[src/axi_mem_params.svh]
`ifndef AXI_MEM_PARAMS_SVH
`define AXI_MEM_PARAMS_SVH

// bus widths
`define AXI_MEM_ADDR_W 32
`define AXI_MEM_DATA_W 32
`define AXI_MEM_STRB_W 4 // one strobe per data byte

// word array depth
// 256 words covers byte addresses 0 to 1023
`define AXI_MEM_WORDS 256

// response latencies in clock edges
// counted from the request handshake edge to the response valid edge
`define AXI_MEM_READ_LAT 8
`define AXI_MEM_WRITE_LAT 6

`endif

[src/axi_mem_pkg.sv]
`include "axi_mem_params.svh"

package axi_mem_pkg;

	// response codes, EXOKAY and DECERR never produced
	typedef enum logic [1:0] {
		OKAY   = 2'd0,
		SLVERR = 2'd2
	} axi_resp_e;

	// read address channel
	typedef struct packed {
		logic [`AXI_MEM_ADDR_W-1:0] addr;
	} axi_ar_t;

	// write address channel
	typedef struct packed {
		logic [`AXI_MEM_ADDR_W-1:0] addr;
	} axi_aw_t;

	// write data channel
	typedef struct packed {
		logic [`AXI_MEM_DATA_W-1:0] data;
		logic [`AXI_MEM_STRB_W-1:0] strb; // byte enables, bit n covers data[8n+7:8n]
	} axi_w_t;

	// read data channel
	typedef struct packed {
		logic [`AXI_MEM_DATA_W-1:0] data;
		axi_resp_e                  resp;
	} axi_r_t;

	// write response channel
	typedef struct packed {
		axi_resp_e resp;
	} axi_b_t;

	// transaction states
	// one transaction in flight at a time, reads and writes never overlap
	typedef enum logic [2:0] {
		IDLE       = 3'd0, // request readies high
		READ_WAIT  = 3'd1, // read latency running
		READ_RESP  = 3'd2, // read data loaded, waiting for handshake
		WRITE_WAIT = 3'd3, // write latency running
		WRITE_RESP = 3'd4  // write response held
	} mem_state_e;

endpackage

[src/axi_mem_fsm.sv]
`timescale 1ns/100ps
`include "axi_mem_params.svh"

module axi_mem_fsm import axi_mem_pkg::*; (
	input  logic                              clk,
	input  logic                              rstn,
	input  axi_ar_t                           ar_i,
	input  logic                              ar_valid_i,
	output logic                              ar_ready_o,
	input  axi_aw_t                           aw_i,
	input  logic                              aw_valid_i,
	output logic                              aw_ready_o,
	input  axi_w_t                            w_i,
	input  logic                              w_valid_i,
	output logic                              w_ready_o,
	input  logic                              timer_done_i,
	output logic                              timer_load_o,
	output logic [3:0]                        timer_value_o,
	output logic                              mem_ren_o,
	output logic                              mem_wen_o,
	output logic [$clog2(`AXI_MEM_WORDS)-1:0] mem_index_o,
	output axi_w_t                            mem_w_o,
	output logic                              r_load_o,
	output logic                              r_err_o,
	input  logic                              r_accept_i,
	output logic                              b_load_o,
	output axi_b_t                            b_o,
	input  logic                              b_accept_i
);

	localparam int IDX_W = $clog2(`AXI_MEM_WORDS);

	// read path spends one extra edge in the array register
	localparam logic [3:0] READ_VAL  = 4'(`AXI_MEM_READ_LAT - 2);
	localparam logic [3:0] WRITE_VAL = 4'(`AXI_MEM_WRITE_LAT - 1);

	mem_state_e state_q, state_d;

	logic                       idle;
	logic                       rd_req;
	logic                       wr_req;
	logic [`AXI_MEM_ADDR_W-1:0] req_addr;
	logic                       err_d;
	logic                       err_q;
	logic                       ren_q; // array data lands this cycle
	logic [`AXI_MEM_ADDR_W-1:0] addr_q;
	axi_w_t                     wdata_q;

	assign idle = (state_q == IDLE);

	// same readiness on all three request channels
	assign ar_ready_o = idle;
	assign aw_ready_o = idle;
	assign w_ready_o  = idle;

	// read has priority, write needs address and data together
	assign rd_req = idle && ar_valid_i;
	assign wr_req = idle && !ar_valid_i && aw_valid_i && w_valid_i;

	// range check on the word index, low bits ignored
	assign req_addr = rd_req ? ar_i.addr : aw_i.addr;
	assign err_d    = (req_addr >> 2) >= `AXI_MEM_WORDS;

	assign timer_load_o  = rd_req || wr_req;
	assign timer_value_o = rd_req ? READ_VAL : WRITE_VAL;

	assign mem_ren_o   = (state_q == READ_WAIT) && timer_done_i;
	assign mem_wen_o   = (state_q == WRITE_WAIT) && timer_done_i && !err_q; // bad writes dropped
	assign mem_index_o = addr_q[IDX_W+1:2];
	assign mem_w_o     = wdata_q;

	assign r_load_o = ren_q;
	assign r_err_o  = err_q;
	assign b_load_o = (state_q == WRITE_WAIT) && timer_done_i;
	assign b_o      = '{resp: (err_q ? SLVERR : OKAY)};

	always_comb begin
		state_d = state_q;
		case (state_q)
			IDLE: begin
				if (rd_req) begin
					state_d = READ_WAIT;
				end else if (wr_req) begin
					state_d = WRITE_WAIT;
				end
			end
			READ_WAIT:  if (timer_done_i) state_d = READ_RESP;
			READ_RESP:  if (r_accept_i)   state_d = IDLE;
			WRITE_WAIT: if (timer_done_i) state_d = WRITE_RESP;
			WRITE_RESP: if (b_accept_i)   state_d = IDLE;
			default:    state_d = IDLE;
		endcase
	end

	always_ff @(posedge clk) begin
		if (rstn) begin
			state_q <= IDLE;
			err_q   <= 1'b0;
			ren_q   <= 1'b0;
		end else begin
			state_q <= state_d;
			ren_q   <= mem_ren_o;
			if (timer_load_o) err_q <= err_d;
		end
	end

	// request capture on the accepting edge
	always_ff @(posedge clk) begin
		if (rd_req) begin
			addr_q <= ar_i.addr;
		end else if (wr_req) begin
			addr_q  <= aw_i.addr;
			wdata_q <= w_i;
		end
	end

endmodule

[config.mk]
export PLATFORM = sky130hd
export DESIGN_NAME = axi_mem_fsm
export DESIGN_NICKNAME = d
export VERILOG_FILES = /design/src/axi_mem_pkg.sv /design/src/axi_mem_fsm.sv
export VERILOG_INCLUDE_DIRS = /design/src /design/src/src
export SDC_FILE = /design/constraint.sdc
export NUM_CORES = 1
export LEC_CHECK = 0
export ABC_AREA = 1
export BUFFER_PORTS_ARGS = -buffer_cell sky130_fd_sc_hd__clkbuf_2
export CAP_MARGIN = 20
export CORE_UTILIZATION = 30
export DETAILED_ROUTE_END_ITERATION = 7
export GPL_ROUTABILITY_DRIVEN = 0
export GPL_TIMING_DRIVEN = 0
export PLACE_DENSITY = 0.65
export RECOVER_POWER = 25
export SLEW_MARGIN = 20
export SYNTH_ARGS = -nofsm -noshare
export SYNTH_HDL_FRONTEND = slang
export SYNTH_SLANG_ARGS = --single-unit
[constraint.sdc]
create_clock -name clk -period 8.4 [get_ports clk]
set_clock_uncertainty 0.1 [all_clocks]
set_input_delay 1.68 -clock clk [delete_from_list [all_inputs] [get_ports clk]]
set_output_delay 1.68 -clock clk [all_outputs]
set_load 0.05 [all_outputs]
Yosys cells after proc, flatten, opt, wreduce, memory -nomap -nowiden
Cells that the tools add are included.

word-level totals
  logic and storage cells = 43
  flip-flop bits (word level) = 51
  output and inout port bits = 59

operators by class
  eq/ne operators = 9
  bitwise operators = 1
  reduce and logical (&&, ||, !) cells = 14
  multiplexer cells = 12
  magnitude comparators = 1

operators by type and width
  cell                                                                    number
  32-bit 2-to-1 mux                                                       1
  30-bit by 9-bit >= comparator with 1-bit output, second input constant  1
  10-bit 2-to-1 mux                                                       2
  3-bit 2-to-1 mux                                                        6
  3-bit case mux with 5 select lines                                      1
  2-bit != test, second input constant                                    4
  1-bit logical AND                                                       7
  3-bit by 2-bit equality test with 1-bit output, second input constant   2
  5-bit AND reduction                                                     1
  2-bit 2-to-1 mux                                                        2
  3-bit by 1-bit equality test with 1-bit output, second input constant   1
  3-bit equality test, second input constant                              1
  3-bit logical NOT                                                       1
  3-bit by 1-bit != test with 1-bit output, second input constant         1
  1-bit logical NOT                                                       2
  2-bit AND reduction                                                     1
  2-bit nonzero test                                                      1
  1-bit logical OR                                                        1
  1-bit inverter                                                          1

Depth between registers and ports, before layout
  depth in word-level cells = 7
  mapped depth = 9
  mapped depth without buffers = 9

Worst setup path before layout
OpenSTA, ideal clock, no wires.

  path type = input -> output
  from = input w_valid_i
  to = output timer_load_o
  data arrival time = 2.998 ns
  path buffers = 0
  stages on the path = 2
  setup slack = 3.622 ns
  required time = 6.620 ns
  cell sequence = nand2_1 a21oi_1

between the ends
  longest elaborated chain between the ends = 2

ends and longest elaborated chain
  element            line               RTL
  from (decl)        axi_mem_fsm.sv:14  input logic w_valid_i,
  1-bit logical AND  axi_mem_fsm.sv:58  assign wr_req = idle && !ar_valid_i && aw_valid_i && w_valid_i;
  1-bit logical OR   axi_mem_fsm.sv:64  assign timer_load_o = rd_req || wr_req;
  to (decl)          axi_mem_fsm.sv:17  output logic timer_load_o,

No other way between the ends.

Final worst setup path
Ends and elaborated chain as after synthesis.

==> out/metrics.cfg <==
[status]
outcome=complete, but fails checks
violations=design-rule violations

[placed_design]
dp_hpwl_mm=3.91
io_buffers=159
dp_cells=422

[worst_setup_path]
worst-path-buf-inv=2
critPathMostFrequentCell=clkbuf_2
r2r_start=state_q[0]
cp_max_fo=11
critPathTopFamily=compound AO/OA/AOI/OAI gates
path_class=input port to output port
required_ns=6.62
crit_start=w_valid_i
path_cells=clkbuf_2, nand2_1, a21oi_1, clkbuf_2
cpPeakStageDelay_ns=0.84
start_kind=input port
slowest_stage=a21oi_1
end_kind=output port
cp.arrival_ns=3.16

[detailed_routing]
vias_per_cell=4.27
wire_per_inst_um=10.9
vias=1837
drt_iter0_markers=74
ant_nets=0
wirelength_mm=4.70
drc=30
firstDrtPassIters=7

[cells_and_area]
drive_gt1_share_pct=52.1
final_util_pct=48.1
areaGrowthSynthToFinish_pct=52.8
diodes=0
layout_common_cells=158 x clkbuf_2, 54 x nand2_1, 44 x edfxtp_1
final_common_cell=clkbuf_2
nets=460
stdcell_count=430

[sta]
hold_viol=0
relSlewSlack_pct=32.3
rsz0062_at_grt=no
setup_viol=0
maxSlewViolCount=0
min_period_ns=4.94
tns_ns=0
period_share_pct=58.8
max_slew.worst_pin.slew_ns=1.02
fmax_mhz=202

[clocking]
cts_setup_buffers=0
clock_path_buffers=2
hold_buffers=0
cts_resized=0
clkLatencyLatePin_ns=0.29
tritoncts=done
clkTransAtPathRegs_ns=0.09
cts.sinks=49
htree_num_levels=2
numCtsBuffers=5
ctsRootBufferMaster=clkbuf_8

[logic_synthesis]
ys_top_cells_by_area=edfxtp_1 65%, nand2_1 10%, nor2_1 6.3%
syn_area_um2=2020
synth.distinct_cells=22
yosysWarnings=0
avgSynthCellArea_um2=11.0
yosysSeqAreaShare_pct=70.3
synthCells=184
yosys.area.top_type_share_pct=65.3
ys_ff_latch=49
yosys.area.top_type=edfxtp_1

[global_routing]
grt_max_degree=27
grt.overflow.total=0
grt_pass1_vias=1642
grt.total_usage_pct=13.1
grt_pass1_wl_mm=7.22
antenna_found_initial=0

[die]
core_area_um2=6420
ios=167
rows=29
die_w_um=84.1
dieArea_um2=7080
die_y_um=84.1
initial_core_util_pct=31.5

[pwr]
pwr_density_cell_nw_per_um2=227
ir_drop_v=0.0000842
power.leakage_uw=0.00156

[worst_hold_path]
hp-start=r_err_o
hp-class=flop to flop

[flow_run]
timing.max_cap.violations=0

-- logic make-up (layout without fill, tap and decap cells) --
group / Yosys count / in the layout / share of synthesized area (%)
flip-flops: 49 / 49 / 70.3
other: 2 / 3 / 0.371
AND/OR/NAND/NOR: 107 / 107 / 22.6
buffers and inverters: 22 / 190 / 5.81
AO/OA/AOI/OAI: 4 / 4 / 0.989
-- metrics by stage --
stage / power, uW / instance area (um2) / setup WS (ns) / hold slack, ns
2_1_floorplan: 451 / 2030 / 3.62 / 0.460
3_3_place_gp: 508 / 2920 / 3.43 / 0.494
3_5_place_dp: 512 / 2950 / 3.36 / 0.510
4_1_cts: 712 / 3090 / 3.36 / 0.524
5_1_grt: 732 / 3090 / 3.27 / 0.537
6_report: 702 / 3090 / 3.46 / 0.521
-- routing by layer --
layer,vias to the layer above,GRT usage [%],part of all wire (%)
met4,0,5.02,0.77
met5,-,0,0
met1,776,14.9,39
met3,4,3.96,13
li1,927,-,-
met2,130,23.1,47
-- path summary, 6_finish.rpt --
| check | to | slack (ns) | depth (start not counted) |
|---|---|---|---|
| worst max-delay path | timer_load_o | 3.46 | 4 |
| worst min-delay path | r_err_o | 0.52 | 2 |
| worst max register to register | r_err_o | 6.44 | 5 |
| worst min register to register | r_err_o | 0.52 | 2 |
-- sequential cells by signal, summed over array words and instances (netlist names) --
signal / cells
mem_w_o: 36
state_q: 3
r_load_o: 1
addr_q: 8
r_err_o: 1
-- power breakdown --
part / total, uW / leakage (uW) / switching, uW / internal (uW)
registers: 297 / 0.000446 / 8.03 / 289
clock network: 197 / 0.0000687 / 77.5 / 120
logic: 208 / 0.00105 / 149 / 58.5
total: 702 / 0.00156 / 235 / 467
-- cell type report --
class	instances	area (um2)
Fill cell	615	3330
Clock inverter	3	68.8
Tap cell	77	96.3
Clock buffer	5	68.8
Buffer	9	68.8
Timing Repair Buffer	160	822
Inverter	13	48.8
Multi-Input combinational cell	114	495
Sequential cell	49	1420
-- synth_stat cells --
cell type	instances
dfxtp_1	5
nand2_2	1
buf_4	7
nor2_1	34
edfxtp_1	44
nand3_1	6
nand3_4	1
nand4_1	3
conb_1	2
buf_6	1
o21ai_0	1
nor3_1	1
buf_2	1
or2_2	1
nor2_2	1
and2_0	3
inv_1	11
nand2_1	54
and2_1	1
nor2_4	1
a21oi_1	3
inv_2	2
-- worst register-to-register path, stage by stage (launching register included) --
cell and delay, ns:
dfxtp_1 0.39, nor2_4 0.20, nand2_1 0.10, a21oi_1 0.79, o21ai_0 0.20, nor2_1 0.13
(Power assumes the default switching activity.)
