File: src/latency_timer.sv
`timescale 1ns/100ps

module latency_timer (
	input  logic       clk,
	input  logic       rstn,
	input  logic       load_i,
	input  logic [3:0] value_i,
	output logic       done_o
);

	logic [3:0] count_q;
	logic       busy_q; // a loaded count is running

	// load wins over the running count
	always_ff @(posedge clk) begin
		if (rstn) begin
			count_q <= '0;
			busy_q  <= 1'b0;
		end else if (load_i) begin
			count_q <= value_i;
			busy_q  <= 1'b1;
		end else if (busy_q) begin
			if (count_q == 4'd0) begin
				busy_q <= 1'b0; // expired, back to idle
			end else begin
				count_q <= count_q - 4'd1;
			end
		end
	end

	// value_i + 1 cycles after the load edge, single cycle
	assign done_o = busy_q && (count_q == 4'd0);

endmodule

File: config.mk
export PLATFORM = sky130hd
export DESIGN_NAME = latency_timer
export DESIGN_NICKNAME = d
export VERILOG_FILES = /design/src/latency_timer.sv
export SDC_FILE = /design/constraint.sdc
export NUM_CORES = 1
export LEC_CHECK = 0
export BUFFER_PORTS_ARGS = -buffer_cell sky130_fd_sc_hd__buf_4
export CORE_AREA = 2 2 39 41
export CTS_BUF_LIST = sky130_fd_sc_hd__clkbuf_8 sky130_fd_sc_hd__clkbuf_16
export CTS_CLUSTER_SIZE = 25
export DETAILED_ROUTE_END_ITERATION = 12
export DIE_AREA = 0 0 41 43
export MAX_ROUTING_LAYER = met4
export PLACE_DENSITY = 0.43
export SETUP_SLACK_MARGIN = 0.5
export SKIP_LAST_GASP = 1
export SLEW_MARGIN = 20
export SYNTH_ARGS = -nofsm -noshare
export SYNTH_HDL_FRONTEND = slang
export SYNTH_SLANG_ARGS = --single-unit
export TNS_END_PERCENT = 50
File: constraint.sdc
create_clock -name clk -period 1.65 [get_ports clk]
set_input_delay 0.4125 -clock clk [delete_from_list [all_inputs] [get_ports clk]]
set_output_delay 0.4125 -clock clk [all_outputs]
set_load 0.005 [all_outputs]
## Word level (Yosys, flattened, before mapping)

Cells that the tools add are included.

- Word-level logic and storage cells: 14
- Output and inout port bits: 1
- Bits in registers: 5
- Bits of input ports: 7

- Mux-type cells: 6
- Reductions and logical operators: 4
- Equal/unequal tests: 1
- Add/sub/neg operators: 1

Operator list:

| kind | number |
|---|---|
| $mux W4 | 3 |
| $logic_not A4 Y1 | 1 |
| $sub A4 B1 Y4 const B | 1 |
| $mux W1 | 3 |
| $ne A2 B2 Y1 const B | 1 |
| $reduce_and A2 Y1 | 1 |
| $reduce_bool A2 Y1 | 1 |
| $logic_and A1 B1 Y1 | 1 |

## Logic depth before layout (Yosys ltp)

Gate-level depths: netlist of the first run.

- Depth after elaboration: 4
- Mapped depth: 5
- Depth with buffers taken out: 5

## Least setup slack after synthesis of the first run

No wires, ideal clock.

- Path kind: reg-to-reg
- Start: register count_q[1]
- End: register count_q[1]
- Required time: 1.592 ns
- Arrival: 1.478 ns
- Path slack: 0.114 ns
- Period minus slack after synthesis: 1.536 ns
- Cell stages (with the launch flop): 6
- Buffers on the path: 0
- Library setup time: 0.058 ns
- Cells stage by stage: dfxtp_1 > inv_1 > ha_1 > or3b_4 > a2111oi_4 > a311o_2

- Longest elaborated chain between the ends: 4
- Elaborated cells between the ends (all ways): 7
- Those cells by class: add/sub: 1; eq/ne: 1; mux: 3; reduce/logical: 2

RTL lines:

| element | line | source |
|---|---|---|
| start, declared | 11 | `logic [3:0] count_q;` |
| start signal, assigned | 20 | `count_q <= value_i;` |
| start signal, assigned | 26 | `count_q <= count_q - 4'd1;` |
| $sub A4 B1 Y4 | 26 |  |
| $mux W4 | 23 | `if (count_q == 4'd0) begin` |
| $mux W4 | 22 | `end else if (busy_q) begin` |
| $mux W4 | 19 | `end else if (load_i) begin` |

Several ways; a longest one is shown, not always the timed one. The select of a mux whose other input is x is not followed.
A chain may end at the register's enable or synchronous reset.

## Worst setup path in the final report of the first run

- Start: register count_q[1]
- End: register count_q[0]

- Longest elaborated chain between the ends: 3

RTL lines:

| element | line |
|---|---|
| $logic_not A4 Y1 | 23 |
| $ne A2 B2 Y1 (no line) | n/a |
| $reduce_and A2 Y1 (no line) | n/a |

No other way between the ends.

==> flow_metrics.py, run 1 <==
metrics = {
    "final_layout": {
        "nets": 58,
        "final_cell_mix": "buf_4 (13), nor2_1 (5), inv_1 (3), dfxtp_2 (3), clkbuf_8 (3)",
        "area_growth_pct": 64.0,
        "finish.utilization_pct": 35.0,
        "antenna_cells": 0,
        "layout_commonest_cell": "buf_4",
        "drive_gt1_share_pct": 57.1,
    },
    "global_routing": {
        "busiest_layer": "met2",
        "grt_start_max_net_pins": 9,
        "grt_pass1_vias": 285,
        "grtUsageMet1_pct": 14.0,
        "antenna_found_initial": 0,
        "grt_pass1_wl_um": 1260,
        "met3_usage_pct": 6.28,
        "grt_util_met2_pct": 15.0,
        "track_usage_pct": 11.2,
        "grt_overflow": 0,
    },
    "logic_synthesis": {
        "synth_top_family_by_area": "compound AO/OA/AOI/OAI gates",
        "ys_seq_area_share_pct": 33.9,
        "ys_warn_count": 0,
        "synth-compound-area-share_pct": 27.5,
        "syn_area_per_cell_sq_um": 9.23,
        "netlist_area_sq_um": 295,
        "yosys.area_share.simple_pct": 25.8,
        "synthesis.nets": 40,
        "synthMuxAreaShare_pct": 3.39,
        "syn_inst": 32,
        "ys_seq_elements": 5,
        "synthXorXnorAreaFrac_pct": 0,
        "ys_types": 18,
        "synth_fa_ha_area_share_pct": 4.24,
    },
    "clock_tree": {
        "ctsHoldBuffers": 0,
        "clock_latency_ns": 0.22,
        "root_buffer": "clkbuf_8",
        "clk_pin_slew_ns": 0.03,
        "cts.sinks": 5,
        "numCtsBuffers": 3,
        "ctsLongestPathBuffers": 2,
        "tritoncts": "yes",
        "htree_levels": 1,
    },
    "die": {
        "die_w_um": 41,
        "start_util_pct": 21.3,
        "die_area_sq_um": 1760,
        "core_area_sq_um": 1380,
        "io-pin-count": 8,
        "die_h_um": 43,
        "core.rowCount": 14,
    },
    "job": {
        "cap_violations": 0,
    },
    "route": {
        "routed_wirelength_um": 719,
        "ant_nets": 0,
        "via_per_inst": 4.66,
        "firstDrtPassIters": 4,
        "wl_per_cell_um": 11.1,
        "vias": 303,
        "drt-initial-drc-count": 4,
        "drc": 0,
    },
    "worst_setup_path": {
        "cp_max_fo": 4,
        "startpoint_type": "register",
        "r2r-end": "count_q[0]",
        "rr_worst_depth": 5,
        "arrival_ns": 1.58,
        "worst_setup_path_end_kind": "register",
        "critPathKind": "reg2reg",
        "r2r-start": "count_q[1]",
        "worstPathRequired_ns": 1.77,
        "ff2ff_setup_slack_ns": 0.19,
    },
    "sta": {
        "setup_slack_ns": 0.192,
        "min_period_ns": 1.46,
        "holdWs_ns": 0.423,
        "setup_viol": 0,
        "timing.final.crit_share_pct": 88.3,
        "fin_setup_tns_ns": 0,
        "slew_violations": 0,
        "fin_skew_ns": 0.00402,
        "hold_viol": 0,
        "fmax_ghz": 0.686,
        "worst_pin_slew_ns": 0.268,
        "rsz0062_at_grt": "true",
        "slew_headroom_pct": 82.1,
    },
    "placement": {
        "port_buffers": 7,
        "pre_cts_ws_ns": 0.173,
        "gp_congestion": 0.695,
        "hpwl_um": 478,
    },
    "power_and_ir_drop": {
        "peakVddDrop_uv": 623,
        "powerDensity_nw_per_um2": 978,
        "power.leakage_uw": 0.000204,
    },
    "run_status": {
        "status": "complete, no violations",
    },
    "min_path": {
        "hp-start": "rstn",
        "hp-class": "in2reg",
        "hold_depth": 2,
        "worstHoldEndpoint": "count_q[0]",
    },
}
[state kept, by name, indices dropped and copies added, names as in the netlist]
name	cells
count_q	4
busy_q	1
[metrics by stage]
stage	instances	power [uW]	instance area (sq um)
floorplan	32	197	309
global placement	55	225	382
detailed placement	55	227	382
CTS	65	485	484
global route	65	507	484
finish	65	474	484
[what timing repair did]
action,in CTS,in global routing
buffers inserted,6,0
gates resized for setup,5,0
endpoints found under the hold margin,0,0
pin swaps,3,5
setup endpoints to repair,5,6
[metal layers]
metal	up-vias	share of wire, %
met5	-	0
met4	0	0
met3	0	6.5
met2	8	53
met1	142	40
li1	153	-
[how the worst max path moves through the flow]
stage,startpoint,endpoint,slack [ns],cells after the start
floorplan,count_q[1],count_q[1],0.23,4
global placement,count_q[1],count_q[1],0.17,5
detailed placement,count_q[1],count_q[0],0.17,5
CTS,count_q[1],done_o,0.17,5
global route,count_q[1],done_o,0.15,5
finish,count_q[1],count_q[0],0.19,5
[cell type report]
type	instances	area (sq um)
sequential	5	104
inverter	4	17.5
multi-input combinational	23	200
fill	156	900
clock inverter	1	3.75
timing repair buffer	13	97.6
clock buffer	3	41.3
tap	16	20.0
[synthesized netlist by cell type (all sizes together)]
| cell | instances | area (sq um) |
|---|---|---|
| or3b | 1 | 11.3 |
| nand3 | 1 | 5.00 |
| a221oi | 1 | 8.76 |
| a211oi | 1 | 7.51 |
| inv | 4 | 15.0 |
| nand2 | 2 | 7.51 |
| nor3 | 2 | 10.0 |
| nor2 | 5 | 18.8 |
| ha | 1 | 12.5 |
| a21o | 1 | 7.51 |
| nor4b | 1 | 15.0 |
| mux2i | 1 | 10.0 |
| a311oi | 1 | 8.76 |
| nand4b | 1 | 8.76 |
| a311o | 1 | 11.3 |
| dfxtp | 5 | 100 |
| a21oi | 2 | 10.0 |
| a2111oi | 1 | 27.5 |
[cells by family after synthesis]
family                   after synthesis
AO/OA/AOI/OAI                          8
adder cells (fa/ha/maj)                1
buffers and inverters                  4
flip-flops                             5
multiplexers                           1
AND/OR/NAND/NOR                       13
[worst max-delay path, cell delays in order (launching register included)]
cell      delay [ns]
dfxtp_2         0.32
inv_4           0.06
ha_4            0.14
or3b_4          0.41
a21o_1          0.19
a311oi_1        0.23
[power by group]
part           switching, uW  internal (uW)  total, uW
clock network           62.7            160        222
logic                   42.6           61.5        104
registers               14.1            133        147
total                    119            354        474
Power figures use the tool's default switching activity.
==> run 2: changes to the inputs <==
--- a/config.mk
+++ b/config.mk
@@ -5,14 +5,14 @@
 export SDC_FILE = /design/constraint.sdc
 export NUM_CORES = 1
 export LEC_CHECK = 0
-export BUFFER_PORTS_ARGS = -buffer_cell sky130_fd_sc_hd__buf_4
+export BUFFER_PORTS_ARGS = -buffer_cell sky130_fd_sc_hd__buf_2
 export CORE_AREA = 2 2 39 41
 export CTS_BUF_LIST = sky130_fd_sc_hd__clkbuf_8 sky130_fd_sc_hd__clkbuf_16
 export CTS_CLUSTER_SIZE = 25
 export DETAILED_ROUTE_END_ITERATION = 12
 export DIE_AREA = 0 0 41 43
 export MAX_ROUTING_LAYER = met4
-export PLACE_DENSITY = 0.43
+export PLACE_DENSITY = 0.41
 export SETUP_SLACK_MARGIN = 0.5
 export SKIP_LAST_GASP = 1
 export SLEW_MARGIN = 20
==> constraint.sdc (replaced) <==
create_clock -name clk -period 1.71 [get_ports clk]
set_input_delay 0.4275 -clock clk [delete_from_list [all_inputs] [get_ports clk]]
set_output_delay 0.4275 -clock clk [all_outputs]
set_load 0.005 [all_outputs]
==> flow_metrics.py, run 2 (synthesized netlist as in run 1, its figures left out) <==
metrics = {
    "run_status": {
        "status": "complete, no violations",
    },
    "route": {
        "via_per_inst": 4.51,
        "ant_nets": 0,
        "wl_per_cell_um": 10.5,
        "firstDrtPassIters": 2,
        "drc": 0,
        "vias": 302,
        "routed_wirelength_um": 701,
        "drt-initial-drc-count": 5,
    },
    "sta": {
        "timing.final.crit_share_pct": 85.1,
        "fin_skew_ns": 0.00143,
        "holdWs_ns": 0.475,
        "fmax_ghz": 0.687,
        "setup_slack_ns": 0.254,
        "slew_violations": 0,
        "worst_pin_slew_ns": 0.239,
        "setup_viol": 0,
        "slew_headroom_pct": 84.1,
        "min_period_ns": 1.46,
        "rsz0062_at_grt": "true",
        "hold_viol": 0,
        "fin_setup_tns_ns": 0,
    },
    "die": {
        "die_area_sq_um": 1760,
        "core_area_sq_um": 1380,
        "start_util_pct": 21.3,
        "die_h_um": 43,
        "io-pin-count": 8,
        "core.rowCount": 14,
        "die_w_um": 41,
    },
    "placement": {
        "pre_cts_ws_ns": 0.231,
        "placed_cell_area_sq_um": 364,
        "hpwl_um": 460,
        "gp_congestion": 0.730,
        "port_buffers": 7,
    },
    "global_routing": {
        "grt_overflow": 0,
        "antenna_found_initial": 0,
        "grt_pass1_wl_um": 1260,
        "grt_pass1_vias": 302,
        "track_usage_pct": 10.9,
        "grt_start_max_net_pins": 9,
    },
    "min_path": {
        "hold_depth": 3,
        "hp-class": "in2reg",
        "worstHoldEndpoint": "count_q[2]",
        "hp-start": "value_i[2]",
    },
    "final_layout": {
        "reg_top3": "count_q (4), busy_q (1)",
        "nFillCells": 156,
        "multiInputGateArea_sq_um": 200,
        "area_growth_pct": 62.3,
        "antenna_cells": 0,
        "largest_reg_flops": 4,
        "top_register": "count_q",
        "fin_area_sq_um": 479,
        "seq_area_sq_um": 104,
        "final_cell_mix": "buf_4 (8), buf_2 (7), nor2_1 (5)",
        "nets": 60,
        "drive_gt1_share_pct": 58.8,
        "layout_commonest_cell": "buf_4",
    },
    "worst_setup_path": {
        "cp_max_fo": 3,
        "r2r-start": "count_q[1]",
        "startpoint_type": "register",
        "crit_chain": "inv_2, ha_4, nand2_2, nor3_2, buf_2",
        "worstPathRequired_ns": 1.28,
        "critPathMaxStageDelay_ns": 0.31,
        "worst_setup_path_end_kind": "primary output",
        "critPathKind": "reg2out",
        "arrival_ns": 1.03,
        "ff2ff_setup_slack_ns": 0.27,
        "r2r-end": "count_q[1]",
        "cp_slowest_cell": "dfxtp_2",
        "rr_worst_depth": 4,
    },
    "clock_tree": {
        "tritoncts": "yes",
        "cts.sinks": 5,
        "htree_levels": 1,
        "root_buffer": "clkbuf_8",
        "numCtsBuffers": 3,
        "ctsLongestPathBuffers": 2,
        "clock_latency_ns": 0.22,
        "clk_pin_slew_ns": 0.04,
    },
    "power_and_ir_drop": {
        "finalPower_uw": 451,
        "power.leakage_uw": 0.000207,
        "powerDensity_nw_per_um2": 942,
        "peakVddDrop_uv": 545,
    },
    "job": {
        "cap_violations": 0,
    },
}
run 2: cell types whose count changed in the layout (fill, tap and decap cells not counted), sizes merged:
| cell | delta |
|---|---|
| buf | +2 |
run 2: routing by layer:
layer  routed length [um]  GRT usage (%)  up-vias
met5                    0              -        -
met4                    0           4.00        0
met3                   39           4.71        0
met2                  350           15.9        8
met1                  311           12.9      136
li1                     -              -      158
run 2: how the worst max path moves through the flow:
stage,startpoint,to,slack (ns),cells after the start
floorplan,count_q[1],count_q[1],0.29,4
global placement,count_q[1],count_q[1],0.25,5
detailed placement,count_q[1],count_q[1],0.23,5
CTS,count_q[0],done_o,0.23,5
global route,count_q[1],done_o,0.18,5
finish,count_q[1],done_o,0.25,5
run 2: timing repair:
item                                    in CTS  in global routing
hold buffers                                 0                  0
endpoints found under the setup margin       5                  5
pin swaps                                    3                  2
buffers inserted                             5                  3
gates resized for setup                      4                  0
run 2: worst max-delay path, delay by kind of cell (launching register included):
family / cells / cell delay (ns)
AND/OR/NAND/NOR: 2 / 0.16
buffers and inverters: 2 / 0.20
adder cells (fa/ha/maj): 1 / 0.14
flip-flops: 1 / 0.31
run 2: through the flow:
step	util [%]	std cells
after floorplan	-	32
after global placement	26.3	55
after detailed placement	26.3	55
after CTS	33.0	64
after global routing	34.6	67
final	34.6	67
run 2: cell type report:
class | count | share of cell area, %
Clock buffer | 3 | 8.62
Clock inverter | 1 | 0.783
Inverter | 4 | 3.13
Multi-Input combinational cell | 23 | 41.8
Sequential cell | 5 | 21.7
Tap cell | 16 | 4.18
Timing Repair Buffer | 15 | 19.8
run 2: power by group:
| part | total (uW) | leakage (uW) | internal (uW) | switching [uW] |
|---|---|---|---|---|
| logic | 102 | 0.000137 | 58.7 | 43.5 |
| registers | 141 | 0.0000424 | 128 | 12.9 |
| clock network | 208 | 0.0000269 | 154 | 54.2 |
==> run 3: changes to the inputs <==
--- a/config.mk
+++ b/config.mk
@@ -11,6 +11,7 @@
 export CTS_CLUSTER_SIZE = 25
 export DETAILED_ROUTE_END_ITERATION = 12
 export DIE_AREA = 0 0 41 43
+export GPL_TIMING_DRIVEN = 0
 export MAX_ROUTING_LAYER = met4
 export PLACE_DENSITY = 0.41
 export SETUP_SLACK_MARGIN = 0.5
==> flow_metrics.py, run 3 (synthesized netlist as in run 1, its figures left out) <==
metrics = {
    "route": {
        "wl_per_cell_um": 10.9,
        "via_per_inst": 4.45,
        "met1_length_um": 317,
        "wl_met2_um": 321,
        "drc": 0,
        "firstDrtPassIters": 4,
        "drt-initial-drc-count": 1,
        "vias": 285,
        "wl_met3_um": 28,
        "ant_nets": 0,
        "top_layer": "met4",
        "routed_wirelength_um": 697,
    },
    "clock_tree": {
        "ctsHoldBuffers": 0,
        "numCtsBuffers": 3,
        "clock_latency_ns": 0.22,
        "tritoncts": "yes",
        "ctsLongestPathBuffers": 2,
        "cts.sinks": 5,
        "clk_pin_slew_ns": 0.04,
        "root_buffer": "clkbuf_8",
        "htree_levels": 1,
    },
    "sta": {
        "rsz0062_at_grt": "true",
        "slew_headroom_pct": 84.0,
        "slew_violations": 0,
        "fin_skew_ns": 0.00110,
        "fin_setup_tns_ns": 0,
        "setup_slack_ns": 0.230,
        "min_period_ns": 1.48,
        "setup_viol": 0,
        "worst_pin_slew_ns": 0.240,
        "hold_viol": 0,
        "timing.final.crit_share_pct": 86.6,
        "fmax_ghz": 0.676,
    },
    "global_routing": {
        "antenna_found_initial": 0,
        "grt_pass1_vias": 319,
        "track_usage_pct": 11.3,
        "grt_overflow": 0,
        "grt_pass1_wl_um": 1250,
        "grt_start_max_net_pins": 9,
    },
    "final_layout": {
        "top_register": "count_q",
        "antenna_cells": 0,
        "finish.utilization_pct": 33.0,
        "final_cell_mix": "buf_2 (7), nor2_1 (5), buf_4 (5)",
        "fin_area_sq_um": 457,
        "layout_commonest_cell": "buf_2",
        "nets": 57,
        "seq_area_sq_um": 104,
        "area_growth_pct": 54.7,
        "reg_top3": "count_q (4), busy_q (1)",
        "multiInputGateArea_sq_um": 198,
        "drive_gt1_share_pct": 54.2,
        "nFillCells": 147,
        "largest_reg_flops": 4,
    },
    "die": {
        "io-pin-count": 8,
        "die_area_sq_um": 1760,
        "core_area_sq_um": 1380,
        "die_h_um": 43,
        "die_w_um": 41,
        "core.rowCount": 14,
        "start_util_pct": 21.3,
    },
    "worst_setup_path": {
        "rr_worst_depth": 5,
        "cp_slowest_cell": "dfxtp_2",
        "worst_setup_path_end_kind": "primary output",
        "worstPathRequired_ns": 1.28,
        "r2r-start": "count_q[0]",
        "startpoint_type": "register",
        "arrival_ns": 1.05,
        "critPathMaxStageDelay_ns": 0.31,
        "cp_max_fo": 3,
        "crit_family": "flip-flops",
        "critPathKind": "reg2out",
        "ff2ff_setup_slack_ns": 0.23,
        "crit_chain": "inv_2, ha_4, nand2_1, nor3_2, buf_2",
        "r2r-end": "count_q[0]",
        "cp.buffers_inverters": 2,
    },
    "power_and_ir_drop": {
        "p_int_uw": 334,
        "switching_share_pct": 25.9,
        "combPwrFrac_pct": 20.4,
        "peakVddDrop_uv": 400,
        "powerDensity_nw_per_um2": 986,
        "seqPwrFrac_pct": 31.4,
        "power_switching_uw": 117,
        "pwr-share-clk_pct": 48.1,
        "power.leakage_uw": 0.000193,
    },
    "min_path": {
        "hp-class": "in2reg",
        "worstHoldEndpoint": "count_q[2]",
        "hp-start": "value_i[2]",
        "hold_depth": 3,
    },
    "placement": {
        "port_buffers": 7,
        "gp_congestion": 0.693,
        "hpwl_um": 483,
        "pre_cts_ws_ns": 0.203,
        "placed_cell_area_sq_um": 364,
    },
    "run_status": {
        "status": "complete, no violations",
    },
    "job": {
        "cap_violations": 0,
    },
}
==> run 3: worst max path at each step <==
stage | startpoint | to | slack, ns | cells after the start
final | count_q[0] | done_o | 0.23 | 5
after global routing | count_q[0] | done_o | 0.15 | 5
after CTS | count_q[0] | count_q[0] | 0.21 | 5
after detailed placement | count_q[1] | count_q[0] | 0.20 | 5
after floorplan | count_q[1] | count_q[1] | 0.29 | 4
after global placement | count_q[1] | count_q[0] | 0.24 | 5
==> run 3: what timing repair did <==
action | in CTS | in global routing
resized for setup | 4 | 0
hold endpoints to repair | 0 | 0
setup endpoints to repair | 5 | 5
buffers inserted | 5 | 0
gates cloned | 0 | 0
pin swaps | 3 | 1
==> run 3: final cells by class <==
| type | instances | share of cell area [%] |
|---|---|---|
| well taps | 16 | 4.38 |
| clock inverters | 1 | 0.822 |
| flip-flops and latches | 5 | 22.7 |
| multi-input cells | 23 | 43.3 |
| inverters | 4 | 3.84 |
| clock buffers | 3 | 9.04 |
| repair buffers | 12 | 15.9 |
==> run 3: metal layers <==
metal,global-route usage (%),vias to the layer above
met5,-,-
met4,10.0,0
met3,3.14,4
met2,17.5,8
met1,10.6,121
li1,-,152
==> run 3: stage by stage <==
step	std cells	power, uW	hold WS (ns)
after floorplan	32	190	0.500
after global placement	55	212	0.554
after detailed placement	55	215	0.559
after CTS	64	453	0.477
after global routing	64	471	0.492
final	64	450	0.474
==> run 3: power by group through the flow <==
stage,Sequential [uW],Combinational (uW),Clock [uW]
after floorplan,139,50.5,0
after global placement,142,70.4,0
after detailed placement,142,73.1,0
after CTS,142,91.6,220
after global routing,144,102,226
final,142,92.1,217
==> run 3: worst register-to-register path, delay by kind of cell, from the launching register on <==
family                     cells  cell delay, ns
DFF                            1            0.31
and+or+nand+nor                1            0.41
buffers and inverters          1            0.07
adders and majority gates      1            0.14
AOI/OAI and AO/OA              2            0.44
